===== src/verilog/opnd_macros.svh =====
`ifndef OPND_MACROS_SVH
`define OPND_MACROS_SVH

// Width of a data word, a register value and an effective address
`define OPND_WORD_W 32

// Instruction byte window, opcode sits in the lowest byte
`define OPND_INSTR_W 88

// Width of one instruction byte
`define OPND_BYTE_W 8

// Register selector width, enough for EAX through EDI
`define OPND_REGSEL_W 3

// Instruction body length, counts bytes after the opcode
`define OPND_LEN_W 4

// Number of general registers in a snapshot
`define OPND_GPR_N 8

// Register selector of the implicit accumulator
`define OPND_REG_EAX 3'd0

`endif


===== src/verilog/opnd_pkg.sv =====
`include "opnd_macros.svh"

package opnd_pkg;

  // Operand encoding form
  // The name lists operand 0 first and then operand 1
  typedef enum logic [2:0] {
    FORM_NONE    = 3'd0,
    FORM_REG     = 3'd1,
    FORM_RM_REG  = 3'd2,
    FORM_REG_RM  = 3'd3,
    FORM_RM_IMM  = 3'd4,
    FORM_EAX_IMM = 3'd5,
    FORM_IMM     = 3'd6
  } opnd_form_e;

  // What an operand writes back to, if anything
  typedef enum logic [1:0] {
    DEST_NONE = 2'd0,
    DEST_REG  = 2'd1,
    DEST_MEM  = 2'd2
  } dest_kind_e;

  // Where an operand value comes from
  typedef enum logic [1:0] {
    SRC_NONE = 2'd0,
    SRC_REG  = 2'd1,
    SRC_MEM  = 2'd2,
    SRC_IMM  = 2'd3
  } opnd_src_e;

  // Register snapshot indexed by the x86 selector
  // Order is EAX, ECX, EDX, EBX, ESP, EBP, ESI, EDI
  typedef logic [`OPND_GPR_N-1:0][`OPND_WORD_W-1:0] gpr_file_t;

  // One memory access hint from the trace
  typedef struct packed {
    logic                    is_write;
    logic [`OPND_WORD_W-1:0] address;
    logic [`OPND_WORD_W-1:0] data;
  } mem_hint_t;

endpackage


===== src/verilog/opnd_stage_if.sv =====
`timescale 1ns/1ps
`include "opnd_macros.svh"

// Decoded fields handed from field extraction to address generation
interface fields_if;
  import opnd_pkg::*;

  logic                       valid;
  opnd_form_e                 form;
  logic [`OPND_BYTE_W-1:0]    modrm;
  logic [`OPND_BYTE_W-1:0]    sib;
  logic                       has_sib;
  // Displacement is sign-extended but only meaningful with disp_present
  logic [`OPND_WORD_W-1:0]    disp;
  logic [`OPND_WORD_W-1:0]    imm;
  logic                       disp_present;
  logic [`OPND_LEN_W-1:0]     body_len;
  logic [`OPND_REGSEL_W-1:0]  opnd_byte;
  logic                       is_lea;
  logic                       opnd0_is_write;
  logic                       opnd1_is_write;
  gpr_file_t                  gpr;
  mem_hint_t                  hint1;
  mem_hint_t                  hint2;

  modport source (output valid, form, modrm, sib, has_sib, disp, imm, disp_present,
                  body_len, opnd_byte, is_lea, opnd0_is_write, opnd1_is_write,
                  gpr, hint1, hint2);
  modport sink   (input valid, form, modrm, sib, has_sib, disp, imm, disp_present,
                  body_len, opnd_byte, is_lea, opnd0_is_write, opnd1_is_write,
                  gpr, hint1, hint2);
endinterface

// Classified operands and the effective address, handed to hint resolution
interface addr_if;
  import opnd_pkg::*;

  logic                       valid;
  opnd_src_e                  opnd0_src;
  opnd_src_e                  opnd1_src;
  logic [`OPND_WORD_W-1:0]    opnd0_regval;
  logic [`OPND_WORD_W-1:0]    opnd1_regval;
  logic [`OPND_REGSEL_W-1:0]  opnd0_regsel;
  logic [`OPND_REGSEL_W-1:0]  opnd1_regsel;
  // Only one memory operand exists per instruction, so one address serves both
  logic [`OPND_WORD_W-1:0]    eff_addr;
  logic [`OPND_WORD_W-1:0]    imm;
  logic                       is_lea;
  logic                       opnd0_is_write;
  logic                       opnd1_is_write;
  mem_hint_t                  hint1;
  mem_hint_t                  hint2;
  logic [`OPND_LEN_W-1:0]     body_len;

  modport source (output valid, opnd0_src, opnd1_src, opnd0_regval, opnd1_regval,
                  opnd0_regsel, opnd1_regsel, eff_addr, imm, is_lea,
                  opnd0_is_write, opnd1_is_write, hint1, hint2, body_len);
  modport sink   (input valid, opnd0_src, opnd1_src, opnd0_regval, opnd1_regval,
                  opnd0_regsel, opnd1_regsel, eff_addr, imm, is_lea,
                  opnd0_is_write, opnd1_is_write, hint1, hint2, body_len);
endinterface


===== src/verilog/instr_field_extract.sv =====
`timescale 1ns/1ps
`include "opnd_macros.svh"

module instr_field_extract (
  input  logic                     clk,
  input  logic                     rst_n,
  input  logic                     in_valid,
  input  logic [`OPND_INSTR_W-1:0] instr_bytes,
  input  opnd_pkg::opnd_form_e     form,
  input  logic                     imm_1byte,
  input  logic                     is_lea,
  input  logic                     opnd0_is_write,
  input  logic                     opnd1_is_write,
  input  opnd_pkg::gpr_file_t      gpr,
  input  opnd_pkg::mem_hint_t      hint1,
  input  opnd_pkg::mem_hint_t      hint2,
  fields_if.source                 fields
);
  import opnd_pkg::*;

  localparam int LW = `OPND_LEN_W;
  localparam int BW = `OPND_BYTE_W;
  localparam int WW = `OPND_WORD_W;

  // Captured copy of the strobed inputs
  logic                     cap_valid;
  logic [`OPND_INSTR_W-1:0] cap_bytes;
  opnd_form_e               cap_form;
  logic                     cap_imm_1byte;
  logic                     cap_is_lea;
  logic                     cap_wr0;
  logic                     cap_wr1;
  gpr_file_t                cap_gpr;
  mem_hint_t                cap_hint1;
  mem_hint_t                cap_hint2;

  logic          has_modrm;
  logic          has_imm;
  logic          has_sib;
  logic          is_disp8;
  logic          is_disp32;
  logic [BW-1:0] modrm;
  logic [BW-1:0] sib;
  logic [1:0]    mod_f;
  logic [2:0]    rm_f;
  logic [LW-1:0] disp_off;
  logic [LW-1:0] disp_len;
  logic [LW-1:0] imm_off;
  logic [LW-1:0] imm_len;
  logic [`OPND_INSTR_W-1:0] disp_window;
  logic [`OPND_INSTR_W-1:0] imm_window;
  logic [WW-1:0] disp_sext;
  logic [WW-1:0] imm_sext;

  // Captured strobe
  always_ff @(posedge clk) begin
    if (!rst_n) begin
      cap_valid <= 1'b0;
    end else begin
      cap_valid <= in_valid;
    end
  end

  // Payload capture follows the inputs on every edge
  always_ff @(posedge clk) begin
    cap_bytes     <= instr_bytes;
    cap_form      <= form;
    cap_imm_1byte <= imm_1byte;
    cap_is_lea    <= is_lea;
    cap_wr0       <= opnd0_is_write;
    cap_wr1       <= opnd1_is_write;
    cap_gpr       <= gpr;
    cap_hint1     <= hint1;
    cap_hint2     <= hint2;
  end

  // Forms that reference r/m carry a ModR/M byte right after the opcode
  assign has_modrm = cap_form inside {FORM_RM_REG, FORM_REG_RM, FORM_RM_IMM};
  assign has_imm   = cap_form inside {FORM_RM_IMM, FORM_EAX_IMM, FORM_IMM};
  assign modrm     = cap_bytes[2*BW-1:BW];
  assign sib       = cap_bytes[3*BW-1:2*BW];
  assign mod_f     = modrm[7:6];
  assign rm_f      = modrm[2:0];

  // rm of 100 in any memory mode escapes to a SIB byte
  assign has_sib  = has_modrm && (mod_f != 2'b11) && (rm_f == 3'b100);
  assign is_disp8 = has_modrm && (mod_f == 2'b01);
  // mod 00 takes a disp32 only in place of a missing base register
  assign is_disp32 = has_modrm && ((mod_f == 2'b10) ||
                                   (mod_f == 2'b00 && rm_f == 3'b101) ||
                                   (mod_f == 2'b00 && has_sib && sib[2:0] == 3'b101));

  assign disp_len = is_disp8 ? LW'(1) : (is_disp32 ? LW'(4) : LW'(0));
  assign imm_len  = !has_imm ? LW'(0) : (cap_imm_1byte ? LW'(1) : LW'(4));

  // Byte offsets are counted from the opcode at byte 0
  assign disp_off = LW'(1) + LW'(has_modrm) + LW'(has_sib);
  assign imm_off  = disp_off + disp_len;

  assign disp_window = cap_bytes >> {disp_off, 3'b000};
  assign imm_window  = cap_bytes >> {imm_off, 3'b000};

  assign disp_sext = is_disp8 ? {{(WW-BW){disp_window[BW-1]}}, disp_window[BW-1:0]}
                              : disp_window[WW-1:0];
  // A missing immediate reads as zero
  assign imm_sext  = !has_imm      ? '0 :
                     cap_imm_1byte ? {{(WW-BW){imm_window[BW-1]}}, imm_window[BW-1:0]}
                                   : imm_window[WW-1:0];

  always_ff @(posedge clk) begin
    if (!rst_n) begin
      fields.valid <= 1'b0;
    end else begin
      fields.valid <= cap_valid;
    end
  end

  always_ff @(posedge clk) begin
    fields.form           <= cap_form;
    fields.modrm          <= modrm;
    fields.sib            <= sib;
    fields.has_sib        <= has_sib;
    fields.disp           <= disp_sext;
    fields.imm            <= imm_sext;
    fields.disp_present   <= is_disp8 || is_disp32;
    // The opcode itself is not part of the body
    fields.body_len       <= LW'(has_modrm) + LW'(has_sib) + disp_len + imm_len;
    fields.opnd_byte      <= cap_bytes[`OPND_REGSEL_W-1:0];
    fields.is_lea         <= cap_is_lea;
    fields.opnd0_is_write <= cap_wr0;
    fields.opnd1_is_write <= cap_wr1;
    fields.gpr            <= cap_gpr;
    fields.hint1          <= cap_hint1;
    fields.hint2          <= cap_hint2;
  end

endmodule


===== src/verilog/opnd_address_gen.sv =====
`timescale 1ns/1ps
`include "opnd_macros.svh"

module opnd_address_gen (
  input  logic     clk,
  input  logic     rst_n,
  fields_if.sink   fields,
  addr_if.source   addr
);
  import opnd_pkg::*;

  localparam int SW = `OPND_REGSEL_W;
  localparam int WW = `OPND_WORD_W;

  logic [1:0]    mod_f;
  logic [SW-1:0] reg_f;
  logic [SW-1:0] rm_f;
  logic          rm_is_reg;
  opnd_src_e     opnd0_src;
  opnd_src_e     opnd1_src;
  logic [SW-1:0] opnd0_sel;
  logic [SW-1:0] opnd1_sel;
  logic          no_base;
  logic          no_index;
  logic [SW-1:0] base_sel;
  logic [SW-1:0] index_sel;
  logic [WW-1:0] base_val;
  logic [WW-1:0] index_val;
  logic [WW-1:0] disp_val;

  assign mod_f = fields.modrm[7:6];
  assign reg_f = fields.modrm[5:3];
  assign rm_f  = fields.modrm[2:0];

  // mod 11 makes r/m name a register directly instead of memory
  assign rm_is_reg = (mod_f == 2'b11);

  // Classify both operands from the encoding form
  always_comb begin
    opnd0_src = SRC_NONE;
    opnd0_sel = '0;
    opnd1_src = SRC_NONE;
    opnd1_sel = '0;
    case (fields.form)
      FORM_REG: begin
        // Register number is packed into the opcode
        opnd0_src = SRC_REG;
        opnd0_sel = fields.opnd_byte;
      end
      FORM_RM_REG: begin
        opnd0_src = rm_is_reg ? SRC_REG : SRC_MEM;
        opnd0_sel = rm_is_reg ? rm_f : '0;
        opnd1_src = SRC_REG;
        opnd1_sel = reg_f;
      end
      FORM_REG_RM: begin
        opnd0_src = SRC_REG;
        opnd0_sel = reg_f;
        opnd1_src = rm_is_reg ? SRC_REG : SRC_MEM;
        opnd1_sel = rm_is_reg ? rm_f : '0;
      end
      FORM_RM_IMM: begin
        opnd0_src = rm_is_reg ? SRC_REG : SRC_MEM;
        opnd0_sel = rm_is_reg ? rm_f : '0;
        opnd1_src = SRC_IMM;
      end
      FORM_EAX_IMM: begin
        opnd0_src = SRC_REG;
        opnd0_sel = `OPND_REG_EAX;
        opnd1_src = SRC_IMM;
      end
      FORM_IMM: begin
        opnd0_src = SRC_IMM;
      end
      default: begin
        opnd0_src = SRC_NONE;
      end
    endcase
  end

  // Base comes from SIB when present, otherwise from ModR/M.rm
  assign base_sel = fields.has_sib ? fields.sib[2:0] : rm_f;
  // Base 101 under mod 00 means a bare disp32 takes the base's place
  assign no_base  = (mod_f == 2'b00) &&
                    (fields.has_sib ? (fields.sib[2:0] == 3'b101) : (rm_f == 3'b101));
  assign base_val = no_base ? '0 : fields.gpr[base_sel];

  // Index 100 encodes no index, and plain ModR/M never has one
  assign index_sel = fields.sib[5:3];
  assign no_index  = !fields.has_sib || (index_sel == 3'b100);
  assign index_val = no_index ? '0 : (fields.gpr[index_sel] << fields.sib[7:6]);

  assign disp_val = fields.disp_present ? fields.disp : '0;

  always_ff @(posedge clk) begin
    if (!rst_n) begin
      addr.valid <= 1'b0;
    end else begin
      addr.valid <= fields.valid;
    end
  end

  always_ff @(posedge clk) begin
    addr.opnd0_src      <= opnd0_src;
    addr.opnd1_src      <= opnd1_src;
    addr.opnd0_regval   <= fields.gpr[opnd0_sel];
    addr.opnd1_regval   <= fields.gpr[opnd1_sel];
    addr.opnd0_regsel   <= opnd0_sel;
    addr.opnd1_regsel   <= opnd1_sel;
    addr.eff_addr       <= base_val + index_val + disp_val;
    addr.imm            <= fields.imm;
    addr.is_lea         <= fields.is_lea;
    addr.opnd0_is_write <= fields.opnd0_is_write;
    addr.opnd1_is_write <= fields.opnd1_is_write;
    addr.hint1          <= fields.hint1;
    addr.hint2          <= fields.hint2;
    addr.body_len       <= fields.body_len;
  end

endmodule


===== src/verilog/opnd_hint_resolve.sv =====
`timescale 1ns/1ps
`include "opnd_macros.svh"

module opnd_hint_resolve (
  input  logic                       clk,
  input  logic                       rst_n,
  addr_if.sink                       addr,
  output logic                       out_valid,
  output logic [`OPND_LEN_W-1:0]     instr_body_len,
  output logic [`OPND_WORD_W-1:0]    opnd0,
  output logic [`OPND_WORD_W-1:0]    opnd1,
  output opnd_pkg::dest_kind_e       dest0_kind,
  output opnd_pkg::dest_kind_e       dest1_kind,
  output logic [`OPND_REGSEL_W-1:0]  dest0_sel,
  output logic [`OPND_REGSEL_W-1:0]  dest1_sel
);
  import opnd_pkg::*;

  localparam int WW = `OPND_WORD_W;

  logic [WW-1:0] mem_val;
  dest_kind_e    kind0;
  dest_kind_e    kind1;

  // Pick the operand value by its source
  function automatic logic [WW-1:0] pick_value(opnd_src_e src, logic [WW-1:0] regval,
                                               logic [WW-1:0] memval, logic [WW-1:0] immval);
    case (src)
      SRC_REG: pick_value = regval;
      SRC_MEM: pick_value = memval;
      SRC_IMM: pick_value = immval;
      default: pick_value = '0;
    endcase
  endfunction

  // Only written operands report a destination, immediates never do
  function automatic dest_kind_e pick_kind(logic is_write, opnd_src_e src);
    if (!is_write) begin
      pick_kind = DEST_NONE;
    end else if (src == SRC_REG) begin
      pick_kind = DEST_REG;
    end else if (src == SRC_MEM) begin
      pick_kind = DEST_MEM;
    end else begin
      pick_kind = DEST_NONE;
    end
  endfunction

  // LEA wants the address itself, otherwise the first matching read hint wins
  assign mem_val = addr.is_lea ? addr.eff_addr :
                   (!addr.hint1.is_write && addr.hint1.address == addr.eff_addr) ?
                     addr.hint1.data :
                   (!addr.hint2.is_write && addr.hint2.address == addr.eff_addr) ?
                     addr.hint2.data : '0;

  assign kind0 = pick_kind(addr.opnd0_is_write, addr.opnd0_src);
  assign kind1 = pick_kind(addr.opnd1_is_write, addr.opnd1_src);

  // Results load only with a valid item and hold until the next one
  always_ff @(posedge clk) begin
    if (!rst_n) begin
      out_valid      <= 1'b0;
      instr_body_len <= '0;
      opnd0          <= '0;
      opnd1          <= '0;
      dest0_kind     <= DEST_NONE;
      dest1_kind     <= DEST_NONE;
      dest0_sel      <= '0;
      dest1_sel      <= '0;
    end else begin
      out_valid <= addr.valid;
      if (addr.valid) begin
        instr_body_len <= addr.body_len;
        opnd0          <= pick_value(addr.opnd0_src, addr.opnd0_regval, mem_val, addr.imm);
        opnd1          <= pick_value(addr.opnd1_src, addr.opnd1_regval, mem_val, addr.imm);
        dest0_kind     <= kind0;
        dest1_kind     <= kind1;
        // Selector is only meaningful for a register destination
        dest0_sel      <= (kind0 == DEST_REG) ? addr.opnd0_regsel : '0;
        dest1_sel      <= (kind1 == DEST_REG) ? addr.opnd1_regsel : '0;
      end
    end
  end

endmodule


===== src/verilog/decode_opnds.sv =====
`timescale 1ns/1ps
`include "opnd_macros.svh"

module decode_opnds (
  input  logic                       clk,
  input  logic                       rst_n,
  input  logic                       in_valid,
  input  logic [`OPND_INSTR_W-1:0]   instr_bytes,
  input  opnd_pkg::opnd_form_e       form,
  input  logic                       imm_1byte,
  input  logic                       is_lea,
  input  logic                       opnd0_is_write,
  input  logic                       opnd1_is_write,
  input  opnd_pkg::gpr_file_t        gpr,
  input  opnd_pkg::mem_hint_t        hint1,
  input  opnd_pkg::mem_hint_t        hint2,
  output logic                       out_valid,
  output logic [`OPND_LEN_W-1:0]     instr_body_len,
  output logic [`OPND_WORD_W-1:0]    opnd0,
  output logic [`OPND_WORD_W-1:0]    opnd1,
  output opnd_pkg::dest_kind_e       dest0_kind,
  output opnd_pkg::dest_kind_e       dest1_kind,
  output logic [`OPND_REGSEL_W-1:0]  dest0_sel,
  output logic [`OPND_REGSEL_W-1:0]  dest1_sel
);

  // Stage links, extraction to addressing and addressing to hint lookup
  fields_if u_fields ();
  addr_if   u_addr ();

  // Captures the strobe and splits the instruction into fields
  instr_field_extract u_extract (
    .clk            (clk),
    .rst_n          (rst_n),
    .in_valid       (in_valid),
    .instr_bytes    (instr_bytes),
    .form           (form),
    .imm_1byte      (imm_1byte),
    .is_lea         (is_lea),
    .opnd0_is_write (opnd0_is_write),
    .opnd1_is_write (opnd1_is_write),
    .gpr            (gpr),
    .hint1          (hint1),
    .hint2          (hint2),
    .fields         (u_fields.source)
  );

  opnd_address_gen u_agen (
    .clk    (clk),
    .rst_n  (rst_n),
    .fields (u_fields.sink),
    .addr   (u_addr.source)
  );

  // Last stage owns the top-level outputs
  opnd_hint_resolve u_resolve (
    .clk            (clk),
    .rst_n          (rst_n),
    .addr           (u_addr.sink),
    .out_valid      (out_valid),
    .instr_body_len (instr_body_len),
    .opnd0          (opnd0),
    .opnd1          (opnd1),
    .dest0_kind     (dest0_kind),
    .dest1_kind     (dest1_kind),
    .dest0_sel      (dest0_sel),
    .dest1_sel      (dest1_sel)
  );

endmodule


===== config.mk =====
export PLATFORM = sky130hd
export DESIGN_NAME = decode_opnds
export DESIGN_NICKNAME = d
export VERILOG_FILES = /design/src/verilog/opnd_pkg.sv /design/src/verilog/opnd_stage_if.sv /design/src/verilog/instr_field_extract.sv /design/src/verilog/opnd_address_gen.sv /design/src/verilog/opnd_hint_resolve.sv /design/src/verilog/decode_opnds.sv
export VERILOG_INCLUDE_DIRS = /design/src /design/src/verilog
export SDC_FILE = /design/constraint.sdc
export NUM_CORES = 2
export LEC_CHECK = 0
export CORE_ASPECT_RATIO = 0.8
export CORE_MARGIN = 4
export CORE_UTILIZATION = 45
export CTS_BUF_LIST = sky130_fd_sc_hd__clkbuf_2 sky130_fd_sc_hd__clkbuf_4 sky130_fd_sc_hd__clkbuf_8
export CTS_CLUSTER_SIZE = 40
export DETAILED_ROUTE_END_ITERATION = 7
export DONT_BUFFER_PORTS = 1
export HOLD_SLACK_MARGIN = 0.05
export SETUP_SLACK_MARGIN = 0.3
export SLEW_MARGIN = 20
export SYNTH_ARGS = -nofsm -noshare
export SYNTH_HDL_FRONTEND = slang
export SYNTH_SLANG_ARGS = --single-unit

===== constraint.sdc =====
create_clock -name clk -period 6.2 [get_ports clk]
set_input_delay 0.31 -clock clk [delete_from_list [all_inputs] [get_ports clk]]
set_output_delay 0.31 -clock clk [all_outputs]
set_load 0.02 [all_outputs]

==> results by group <==
Hold path
  – Hold path depth: 0
  – Hold path startpoint: u_extract.fields.imm[3]
  – WHS Endpoint: u_agen.addr.imm[3]
  – Hold Path Class: flip-flop to flip-flop

Clock tree
  – Clock latency on the worst-skew pair: 0.92 ns
  – H-tree levels: 4
  – Post-CTS Setup Inserts: 0
  – # clock sinks: 1,319
  – Clock Tree Buf Depth: 3
  – Total CTS buffers: ~190
  – # hold bufs at CTS: 965
  – Resized cells post-CTS: 0
  – Clock root buffer: clkbuf_8
  – Clk slew on worst S/H paths: approximately 0.070 ns
  – CTS tree: yes

Critical path
  – Crit Path Max Fanout: 63
  – Setup crit end kind: flip-flop
  – Critical path's top delay family: compound AO/OA/AOI/OAI gates
  – Crit path kind: flip-flop to flip-flop
  – Most common cell on crit path: fa_1
  – Critical Path Source Type: flip-flop
  – Critical Path RT: 6.98 ns
  – Critical path, cell by cell: mux2_4 -> nand3_1 -> o21a_1 -> fa_1 -> ha_1 -> fa_1 -> a211oi_1 -> nor4_1 -> nor2_1 -> a21o_1 -> o21ai_0 -> a21oi_1 -> mux2i_1 -> o2111ai_1
  – FF-to-FF path depth: 14
  – Worst r2r src: u_extract.fields.has_sib
  – R2R Setup Slk: 0.72 ns
  – Slowest cell on the critical path: mux2_4
  – Worst path max stage delay: about 0.71 ns
  – FF-to-FF End: u_agen.addr.eff_addr[21]
  – CP Buf/Inv Count: 0
  – Crit path arrival time: 6.26 ns

Route
  – Starting DRT DRC Count: between 4k and 5k
  – Vias per Instance: 5.50
  – Final wirelength: roughly 170 mm
  – First-pass DRT Iterations: 8
  – Final ANT Viol Nets: 0
  – Drt drc: 0
  – Post-DR wirelength/cell: roughly 25 µm
  – Vias: 38.4k

Cells and area
  – Footprint of the multi-input gates: 18,500 µm²
  – Seq. cell area: roughly 26,000 µm²
  – Layout fillers: 7,947
  – Fraction of layout cells with a size suffix above 1: 11.4%
  – Final Util: 60.6%
  – Nets@finish: 6,063
  – Area grow syn2layout: 32.7%

Outcome
  – Status: finished, final reports clean

Die
  – Die area: ~110,000 µm²
  – IO Count: 563
  – Die height: 295 µm
  – Die Width: 367 µm
  – Row cnt: 104
  – Core Area: ~100,000 µm²
  – Starting Density: between 40 and 50%

Pwr
  – Internal Pwr Total: 14,400 µW
  – Cell Pwr Density: 325 nW/µm²
  – Leakage: 0.0261 µW
  – Max IR drop VDD: 283 µV
  – Seq pwr share: 48.3%
  – NetSw: 5570 µW
  – Sw Ratio: between 20% and 30%
  – Final Total Pwr: 20,000 µW
  – Clock power frac: 38.8%
  – Logic pwr share: between 10% and 20%

Placement
  – Pre-CTS setup slack: 0.870 ns
  – Dpl hpwl: between 100 and 150 mm
  – Buffers added on ports: 0
  – Routability cong.: approximately 0.94

Timing
  – Relative slew margins: approximately a quarter
  – Fraction of the cycle the final worst path needs: 88.4%
  – Setup_tns: 0 ns
  – FMAX: between 150 and 200 MHz
  – Clk_skew: 0.0517 ns
  – # setup viols final: 0
  – Crit path time final: 5.48 ns
  – Hold Fails Final Rpt: 0
  – Worst setup margin: 0.722 ns
  – Tightest Pin Transition: 1.11 ns
  – Max Slew Vio Count: 0
  – RSZ-0062 raised after global routing: no

Logic synthesis
  – YS warnings: 0
  – Post-synth EDFFs: 0
  – Post-synth top cells: dfxtp_1 (1,319), nand2_1 (1,136), nand3_1 (332), clkbuf_1 (207), mux2i_1 (184)
  – Commonest register cell after synthesis: dfxtp_1
  – Synth Cell Area: 46,300 µm²
  – Cells after synthesis: 4,569
  – Syn avg cell area: 10.1 µm²
  – Post-synth cell types: 66
  – Sequential share of the synthesized area: 57.0%
  – Synth area leader: dfxtp_1
  – Async SR Flop Fraction: 0%
  – Share of the synthesized area in the top cell type: between 50% and 60%
  – Flops & latches, synth: ~1.3k
  – Dominant cells by area after synthesis: dfxtp_1 (57%), nand2_1 (9.2%), mux4_2 (5.0%), mux2i_1 (4.0%), nand3_1 (3.6%)
  – Most common cell in the netlist: dfxtp_1
  – Syn Nets: 5,125

GRT
  – Total grt overflow: 0
  – Number of global-route vias before repair: 39.1k
  – GRT Resource Usage Total: 31.7%
  – Global-route wire length before repair: ~260 mm
  – Initial antenna violation count: 13
  – Largest net degree at the start of global routing: 130

Job
  – Max_cap viols: 0
registers in the layout, summed over array words and instances (netlist names), 65 cells and up:
register / count
u_extract.cap_hint1: 65
u_agen.addr.hint1: 65
u_extract.cap_bytes: 88
u_extract.cap_gpr: 256
u_extract.fields.gpr: 256
u_extract.fields.hint1: 65
u_extract.cap_hint2: 65
u_agen.addr.hint2: 65
u_extract.fields.hint2: 65
metrics by stage:
step,instance area [µm²],instances,hold WS (ns)
floorplan,46300,4569,0.310
global placement,47600,5678,0.310
detailed placement,47600,5678,0.312
CTS,61400,6972,0.225
global route,61400,6973,0.283
finish,61500,6978,0.295
worst max path at each step:
stage               cells past startpoint                  endpoint  slack (ns)                startpoint
floorplan                              20  u_agen.addr.eff_addr[21]        1.52  u_extract.fields.has_sib
global placement                       17  u_agen.addr.eff_addr[30]        0.95  u_extract.fields.has_sib
detailed placement                     14  u_agen.addr.eff_addr[21]        0.87  u_extract.fields.has_sib
CTS                                    14  u_agen.addr.eff_addr[21]        0.84  u_extract.fields.has_sib
global route                           16  u_agen.addr.eff_addr[31]        0.37  u_extract.fields.has_sib
finish                                 14  u_agen.addr.eff_addr[21]        0.72  u_extract.fields.has_sib
cell families (layout without fill, tap and decap cells):
family	count (synthesis)	count (layout)	synth area share, %
adders and majority gates	73	73	2.50
and+or+nand+nor	1768	1768	16.3
xor gates and xnor gates	94	94	1.78
other	0	6	0
AOI/OAI and AO/OA	606	606	9.18
DFF	1319	1319	57.0
buffers and inverters	385	1463	3.34
muxes	324	324	9.86
metal layers:
metal,global-route usage [%],vias up,wire (µm)
met5,0,-,17
met4,16.5,2,9870
met3,6.05,453,13600
met2,53.3,2012,83500
met1,39.0,18345,67700
li1,-,17540,-
placed cells by master (no fill, tap or decap), drive strengths merged, types with 9 or more instances in the layout:
master	synthesis	layout
ha	39	39
mux2i	184	184
o22a	24	24
fa	33	33
o21ai	180	180
o21a	11	11
nor3	9	9
xnor2	30	30
mux4	102	102
a311oi	62	62
nor2	114	114
nor2b	25	25
a311o	14	14
a21oi	96	96
and2	11	11
a221o	64	64
bufinv	0	12
inv	83	92
clkinv	1	30
and3	92	92
mux2	38	38
a21o	13	13
dlygate4sd3	0	965
a31oi	25	25
buf	94	85
xor2	64	64
a211o	10	10
nor4	14	14
dfxtp	1319	1319
clkbuf	207	275
nand2	1136	1136
a22oi	49	49
nand2b	12	12
a211oi	28	28
nand3	332	332
power groups by stage:
stage	Sequential, µW	Clock (µW)	Combinational (µW)
floorplan	9470	0	1440
global placement	9810	0	2000
detailed placement	9810	0	2010
CTS	9620	7620	2510
global route	9680	8210	2790
finish	9650	7740	2590
layout make-up:
class                   instances  area share, %
multi-input cells            2865           30.1
well taps                    1325           2.70
repair buffers               1050           16.8
clock inverters                54           1.22
clock buffers                 275           5.64
flip-flops and latches       1319           43.0
diodes                          6         0.0244
inverters                      84          0.517
Power figures use the tool's default switching activity.
